`src/mont_data_pkg.sv`:
```
package mont_data_pkg;

    // radix-4 digit, two bits of A per iteration
    localparam int DIGIT_W = 2;

    // which multiple the bank puts on its output
    typedef enum logic [2:0] {
        SEL_ZERO,
        SEL_B,
        SEL_2B,
        SEL_3B,
        SEL_M,
        SEL_2M,
        SEL_3M
    } mult_sel_t;

    // accumulator update per cycle
    typedef enum logic [2:0] {
        ACC_HOLD,
        ACC_CLEAR,
        ACC_LOAD_MULT,
        ACC_SUM,
        ACC_SUM_SHIFT,  // sum >> DIGIT_W
        ACC_SUM_IF_POS  // final reduction, only when sum >= 0
    } acc_op_t;

endpackage

```
`src/mont_ctrl_pkg.sv`:
```
package mont_ctrl_pkg;

    // top level sequencing of one multiplication
    typedef enum logic [2:0] {
        ST_IDLE,
        ST_LOAD,       // capture operands and 2x multiples
        ST_PREP_B3,    // 3B = B + 2B
        ST_PREP_M3,    // 3M = M + 2M
        ST_ADD_B,      // acc += digit(A) * B
        ST_ADD_M,      // acc = (acc + q * M) >> 2
        ST_FINAL_SUB,
        ST_DONE
    } mont_state_t;

endpackage

```
`src/mont_ctrl.sv`:
```
`timescale 1ns/1ps

module mont_ctrl #(
    parameter int WIDTH = 1024
) (
    input  logic                              clk,
    input  logic                              resetn,
    input  logic                              start,
    input  logic                              add_done,
    input  logic [mont_data_pkg::DIGIT_W-1:0] a_digit,
    input  logic [mont_data_pkg::DIGIT_W-1:0] acc_low,
    input  logic [mont_data_pkg::DIGIT_W-1:0] m_low,
    output logic                              done,
    output logic                              busy,
    output logic                              load_inputs,
    output logic                              write_b3,
    output logic                              write_m3,
    output logic                              shift_a,
    output logic                              add_start,
    output logic                              subtract,
    output mont_data_pkg::mult_sel_t          mult_sel,
    output mont_data_pkg::acc_op_t            acc_op
);

    import mont_data_pkg::*;
    import mont_ctrl_pkg::*;

    localparam int ITERS  = WIDTH / DIGIT_W;
    localparam int ITER_W = (ITERS > 1) ? $clog2(ITERS) : 1;

    mont_state_t              state;
    mont_state_t              next_state;
    logic                     waiting;  // 0 is the setup cycle, 1 an addition in flight
    logic                     add_state;
    logic                     last_iter;
    logic [ITER_W-1:0]        iter_cnt;
    logic [DIGIT_W-1:0]       m_low_q;
    logic [2*DIGIT_W-1:0]     q_prod;
    logic [DIGIT_W-1:0]       q_digit;
    mult_sel_t                a_sel;
    mult_sel_t                q_sel;

    assign add_state = (state == ST_PREP_B3) || (state == ST_PREP_M3) || (state == ST_ADD_B)
                    || (state == ST_ADD_M) || (state == ST_FINAL_SUB);
    assign last_iter = (iter_cnt == ITER_W'(ITERS - 1));

    // m is odd so m mod 4 is its own inverse mod 4
    assign q_prod  = acc_low * m_low_q;
    assign q_digit = ~q_prod[DIGIT_W-1:0] + 1'b1;

    always_comb begin
        case (a_digit)
            2'd1:    a_sel = SEL_B;
            2'd2:    a_sel = SEL_2B;
            2'd3:    a_sel = SEL_3B;
            default: a_sel = SEL_ZERO;
        endcase
    end

    always_comb begin
        case (q_digit)
            2'd1:    q_sel = SEL_M;
            2'd2:    q_sel = SEL_2M;
            2'd3:    q_sel = SEL_3M;
            default: q_sel = SEL_ZERO;
        endcase
    end

    always_comb begin
        next_state  = state;
        load_inputs = 1'b0;
        write_b3    = 1'b0;
        write_m3    = 1'b0;
        shift_a     = 1'b0;
        mult_sel    = SEL_ZERO;
        acc_op      = ACC_HOLD;
        case (state)
            ST_IDLE: begin
                if (start) begin
                    next_state = ST_LOAD;
                end
            end
            ST_LOAD: begin
                load_inputs = 1'b1;
                next_state  = ST_PREP_B3;
            end
            ST_PREP_B3: begin
                if (!waiting) begin
                    mult_sel = SEL_B;  // acc = B, then add 2B
                    acc_op   = ACC_LOAD_MULT;
                end else begin
                    mult_sel = SEL_2B;
                    if (add_done) begin
                        write_b3   = 1'b1;
                        next_state = ST_PREP_M3;
                    end
                end
            end
            ST_PREP_M3: begin
                if (!waiting) begin
                    mult_sel = SEL_M;
                    acc_op   = ACC_LOAD_MULT;
                end else begin
                    mult_sel = SEL_2M;
                    if (add_done) begin
                        write_m3   = 1'b1;
                        acc_op     = ACC_CLEAR;  // loop starts from zero
                        next_state = ST_ADD_B;
                    end
                end
            end
            ST_ADD_B: begin
                mult_sel = a_sel;
                if (waiting && add_done) begin
                    acc_op     = ACC_SUM;
                    next_state = ST_ADD_M;
                end
            end
            ST_ADD_M: begin
                mult_sel = q_sel;  // clears the two low bits of acc
                if (waiting && add_done) begin
                    acc_op     = ACC_SUM_SHIFT;
                    shift_a    = 1'b1;
                    next_state = last_iter ? ST_FINAL_SUB : ST_ADD_B;
                end
            end
            ST_FINAL_SUB: begin
                mult_sel = SEL_M;
                if (waiting && add_done) begin
                    acc_op     = ACC_SUM_IF_POS;
                    next_state = ST_DONE;
                end
            end
            default: begin
                next_state = ST_IDLE;  // ST_DONE
            end
        endcase
    end

    always_ff @(posedge clk) begin
        if (!resetn) begin
            state     <= ST_IDLE;
            waiting   <= 1'b0;
            add_start <= 1'b0;
            iter_cnt  <= '0;
        end else begin
            state     <= next_state;
            add_start <= add_state && !waiting;  // issued on the first waiting cycle
            if (add_state && !waiting) begin
                waiting <= 1'b1;
            end else if (add_done) begin
                waiting <= 1'b0;
            end
            if (load_inputs) begin
                iter_cnt <= '0;
            end else if (shift_a) begin
                iter_cnt <= iter_cnt + 1'b1;
            end
        end
    end

    always_ff @(posedge clk) begin
        if (load_inputs) begin
            m_low_q <= m_low;
        end
    end

    assign subtract = (state == ST_FINAL_SUB);
    assign done     = (state == ST_DONE);
    assign busy     = (state != ST_IDLE);

endmodule

```
`config.mk`:
```
export PLATFORM = sky130hd
export DESIGN_NAME = mont_ctrl
export DESIGN_NICKNAME = d
export VERILOG_FILES = /design/src/mont_data_pkg.sv /design/src/mont_ctrl_pkg.sv /design/src/mont_ctrl.sv
export SDC_FILE = /design/constraint.sdc
export NUM_CORES = 1
export LEC_CHECK = 0
export BUFFER_PORTS_ARGS = -buffer_cell sky130_fd_sc_hd__buf_2
export CAP_MARGIN = 15
export CELL_PAD_IN_SITES_DETAIL_PLACEMENT = 1
export CELL_PAD_IN_SITES_GLOBAL_PLACEMENT = 2
export CORE_MARGIN = 2
export CORE_UTILIZATION = 30
export CTS_CLUSTER_DIAMETER = 40
export DETAILED_ROUTE_END_ITERATION = 7
export MAX_ROUTING_LAYER = met4
export PLACE_DENSITY_LB_ADDON = 0.1
export SLEW_MARGIN = 15
export SYNTH_ARGS = -nofsm -noshare
export SYNTH_HDL_FRONTEND = slang
export SYNTH_SLANG_ARGS = --single-unit
```
`constraint.sdc`:
```
create_clock -name clk -period 1.49 [get_ports clk]
set_input_delay 0.0745 -clock clk [delete_from_list [all_inputs] [get_ports clk]]
set_output_delay 0.0745 -clock clk [all_outputs]
set_load 0.005 [all_outputs]
```
Word level (Yosys, flattened, before mapping)

Index checks and enable logic that the tools add are counted.

Multiply operators: 1
Bitwise logic cells: 2
Eq/ne operators: 22
Reduce and logical (&&, ||, !) cells: 12
Add/sub/neg operators: 2
Mux-type cells: 31

Operators with widths:

| kind                                                                    | count |
|---|---|
| 3-bit two-way mux                                                       | 10 |
| 3-bit one-hot mux with 5 select lines                                   | 2 |
| 3-bit one-hot mux with 7 select lines                                   | 1 |
| 3-bit equality test, second input constant                              | 4 |
| 1-bit two-way mux                                                       | 11 |
| 2-bit two-way mux                                                       | 5 |
| 2-bit inequality test, second input constant                            | 5 |
| 9-bit by 1-bit adder with 9-bit output, second input constant           | 1 |
| 9-bit equality test, second input constant                              | 1 |
| 3-bit one-hot mux with 3 select lines                                   | 1 |
| 2-bit equality test, second input constant                              | 4 |
| 8-bit AND reduction                                                     | 1 |
| 3-bit by 2-bit equality test with 1-bit output, second input constant   | 2 |
| 2-bit by 1-bit inequality test with 1-bit output, second input constant | 3 |
| 2-bit one-hot mux with 3 select lines                                   | 1 |
| 2-bit by 1-bit equality test with 1-bit output, second input constant   | 2 |
| 1-bit logical OR                                                        | 4 |
| 3-bit by 1-bit equality test with 1-bit output, second input constant   | 1 |
| 3-bit zero test                                                         | 1 |
| 3-bit nonzero test                                                      | 1 |
| 2-bit by 1-bit adder with 2-bit output, second input constant           | 1 |
| 1-bit logical AND                                                       | 2 |
| 2-bit by 2-bit multiplier with 2-bit output                             | 1 |
| 2-bit inverter                                                          | 1 |
| other kinds (4)                                                         | 4 |

Register bits after elaboration: 16
Output and inout bits: 14

Depth between registers and ports, before layout

Depth after elaboration: 7
Mapped depth: 7

Worst setup path after synthesis

No wires, ideal clock.

Kind: register -> register
From: reg iter_cnt[0]
To: reg state[1]
Path slack: 0.185 ns
Data arrival time: 1.175 ns
Stages on the path, launching flop included: 8
Period minus slack after synthesis: 1.305 ns
Library setup time: 0.129 ns
Buffers on the path: 0
Required time: 1.361 ns
Path through: dfxtp_1 ha_1 nand3_1 nor2_1 ha_1 and3_1 o221ai_1 a21boi_0

Longest elaborated chain between the ends: 4

RTL lines:

| element                               | RTL line         | RTL |
|---|---|---|
| start, declared                       | mont_ctrl.sv:36  | `logic [ITER_W-1:0] iter_cnt;` |
| start signal, assigned                | mont_ctrl.sv:157 | `iter_cnt <= iter_cnt + 1'b1;` |
| 9-bit equality test                   | mont_ctrl.sv:45  | `assign last_iter = (iter_cnt == ITER_W'(ITERS - 1));` |
| 2-bit two-way mux                     | mont_ctrl.sv:124 | `next_state = last_iter ? ST_FINAL_SUB : ST_ADD_B;` |
| 3-bit two-way mux                     | mont_ctrl.sv:121 | `if (waiting && add_done) begin` |
| 3-bit one-hot mux with 7 select lines | mont_ctrl.sv:77  | `case (state)` |
| end signal, assigned                  | mont_ctrl.sv:147 | `state <= next_state;` |
| end, declared                         | mont_ctrl.sv:31  | `mont_state_t state;` |

Every way passes these cells. The select of a mux whose other input is x is not followed.
A chain may end at the register's enable or synchronous reset.

Worst setup path in the final report

From: reg state[0]
To: out mult_sel[2]

Longest elaborated chain between the ends: 2

RTL lines:

| element                                                                               | RTL line        | RTL |
|---|---|---|
| 3-bit equality test or 3-bit by 2-bit equality test with 1-bit output (tied branches) | mont_ctrl.sv:77 |  |
| 3-bit one-hot mux with 5 select lines (*)                                             | mont_ctrl.sv:77 |  |
| end, declared                                                                         | mont_ctrl.sv:21 | `output mont_data_pkg::mult_sel_t mult_sel,` |

Mark *: on every way between the ends. The rest lies on a longest branch, timed or not.

==> metrics.txt <==
critical path cell sequence buf_6 > or2b_4 > o311a_1 > a21oi_1 > buf_2; die extent in x 60.6 µm; critical path arrival 1.47 ns; startpoint of the most critical hold path resetn; initial core utilization a little under a third; startpoint type of the worst setup path flop; Worst setup startpoint state[0]$_SDFFE_PN0P_; worst path setup slack after routing -0.0501 ns; largest fanout on the critical path 8; number of cells produced by synthesis ~110; first-pass iteration count of the detailed router 4; setup tns final -0.0979 ns; synthesized area per cell around 8.7 µm²; path type of the worst setup path flop to output port; proportion of layout cells with a drive suffix above 1 49.0%; Worst path max stage delay 0.39 ns; flip-flop and latch count after synthesis 16; number of vias in the routed layout between 900 and 1000; number of distinct standard cells referenced by the synthesized netlist between 40 and 50; number of warnings issued by yosys 0; Clk Latency, worst-skew pair about 0.30 ns; height of the chip around 60 µm; Detailed Route Iter0 Violations 13; area share of the largest cell type after synthesis 29.2%; endpoints failing hold 0; total grt overflow 0; largest net degree at the start of global routing 14; Max Root-Sink Buffers 2; minimum clock period after layout between 1.5 and 2 ns; number of nets with antenna violations after routing 0; top-count cell post-synth dfxtp_1; Top delay family on crit path flip-flops; wire length of the first global-routing pass about 4200 µm; # H-tree levels 1; detailed-route DRC error count 0; number of port buffers 23; count of clock tree sinks 16; worst clock skew between 0.003 and 0.004 ns; startpoint of the worst-slack reg-to-reg timing path iter_cnt[1]$_SDFFE_PP0P_; leakage power figure roughly 0.00060 µW; Post-synth EDFFs 2; Peak supply drop 388 µV; nets 164; dominant synthesized flop cell dfxtp_1; total wire length after detailed routing 2640 µm; area grow syn2layout 44.0%; worst hold slack after final layout roughly 0.064 ns; run status finished with violations; GR Util All Layers 15.9%; FFs w/ async S/R, synth 0%; final-report setup violation count 3; io pins 24; slowest stage cell on the critical path dfxtp_4; unrepaired setup endpoints after global routing true; Syn Nets roughly 120; Inserted Diodes 0; Cell Area, Synth 961 µm²; pwr dens slightly below 700 nW/µm²; number of clock buffers inserted by TritonCTS 3; die footprint ~3700 µm²; proportion of synthesized chip area in sequential cells a little over a third; number of vias per cell after detailed routing roughly 5.0; gp weighted congestion 0.728; violations in the final reports setup timing; DP Wirelength between 1500 and 2000 µm; max-cap check violation count 0; worst slew margin relative to its limit between 80% and 90%; average wire length per cell after detail routing 13.5 µm; vias in the first global route about 890; Crit. End Element output port; number of max-slew violations in the final report 0; CTS tree done; placeable core area a little over 3000 µm²; clock-pin slew on the worst setup and hold paths around 0.10 ns; class of the most critical hold timing path input port to flop; highest attainable clock frequency ~650 MHz; data required time at the worst endpoint around 1.4 ns; cell types with the highest counts after synthesis 14 x dfxtp_1, 13 x nor2_1, 10 x nand2_1; cell at the root of the clock tree clkbuf_4; total buffers and inverters traversed by the critical path 2; top post-synthesis cells by area dfxtp_1 29%, edfxtp_1 6.3%, xnor2_1 5.5%; measured slew at the worst slew-check pin between 0.2 and 0.25 ns; cell taking the most area after synthesis dfxtp_1; floorplan row count 20; post-route clock period utilization 103%; power after layout between 900 and 1000 µW; initial antenna violation count 0
[flip-flops by register name, indices dropped and copies added, names as in the netlist]
signal,flops
waiting,1
add_start,1
m_low_q,2
state,3
iter_cnt,9
[routing by layer]
| metal | vias to the layer above | part of all wire, % | global-route usage (%) |
|---|---|---|---|
| met2 | 21 | 46 | 23.5 |
| met3 | 4 | 3.9 | 4.26 |
| met1 | 465 | 48 | 20.9 |
| met5 | - | 0 | - |
| met4 | 0 | 1.5 | 5.59 |
| li1 | 479 | - | - |
[stage by stage]
step	instances	worst slack [ns]	utilization [%]	area [µm²]
detailed placement	180	0.0632	37.5	1140
finish	195	-0.0501	45.3	1380
global route	195	-0.170	45.3	1380
floorplan	111	0.185	-	961
CTS	189	-0.0346	40.8	1240
global placement	180	0.0402	37.5	1140
[final cells by class]
| cell class | instances | area (µm²) |
|---|---|---|
| fill | 394 | 1670 |
| multi-input combinational | 84 | 634 |
| timing repair buffer | 42 | 288 |
| clock buffer | 4 | 36.3 |
| sequential | 16 | 352 |
| tap | 44 | 55.1 |
| inverter | 5 | 18.8 |
[cell usage in the layout (no fill, tap or decap), types with 5 or more instances in the layout]
| cell type | count |
|---|---|
| buf_2 | 22 |
| nand2_1 | 6 |
| buf_6 | 6 |
| buf_4 | 12 |
| nor2_1 | 13 |
| dfxtp_1 | 9 |
| a21oi_1 | 7 |
| nand3_1 | 7 |
| xnor2_1 | 5 |
[kinds of logic after synthesis]
group | Yosys count | share of synthesized area [%]
AND/OR/NAND/NOR | 52 | 31.1
buffers and inverters | 11 | 6.90
adder cells (fa/ha/maj) | 2 | 2.60
XOR/XNOR | 9 | 8.20
flip-flops | 16 | 35.4
AO/OA/AOI/OAI | 21 | 15.8
[power breakdown]
part,leakage [µW],internal (µW),switching (µW)
clock network,0.0000210,149,154
logic,0.000445,104,89.6
registers,0.000135,448,19.5
[final timing paths]
kind | end | slack (ns) | cells after the start
setup / recovery | mult_sel[2] | -0.05 | 5
hold / removal | state[2]$_SDFFE_PN0P_ | 0.06 | 2
setup reg to reg | state[1]$_SDFFE_PN0P_ | 0.12 | 7
hold reg to reg | iter_cnt[8]$_SDFFE_PP0P_ | 0.48 | 2
[what timing repair did]
action	CTS	global route
buffers inserted	3	6
hold buffers	2	0
hold endpoints to repair	2	0
endpoints found under the setup margin	12	12
gates resized for setup	11	23
pin swaps	0	6
[worst register-to-register path, stage by stage (launching register included)]
cell and delay [ns]:
dfxtp_1 0.38, ha_2 0.21, nand3_1 0.08, nor2_1 0.10
ha_1 0.15, and3_1 0.15, o221ai_1 0.12, a21boi_1 0.14
(Power assumes the default switching activity.)
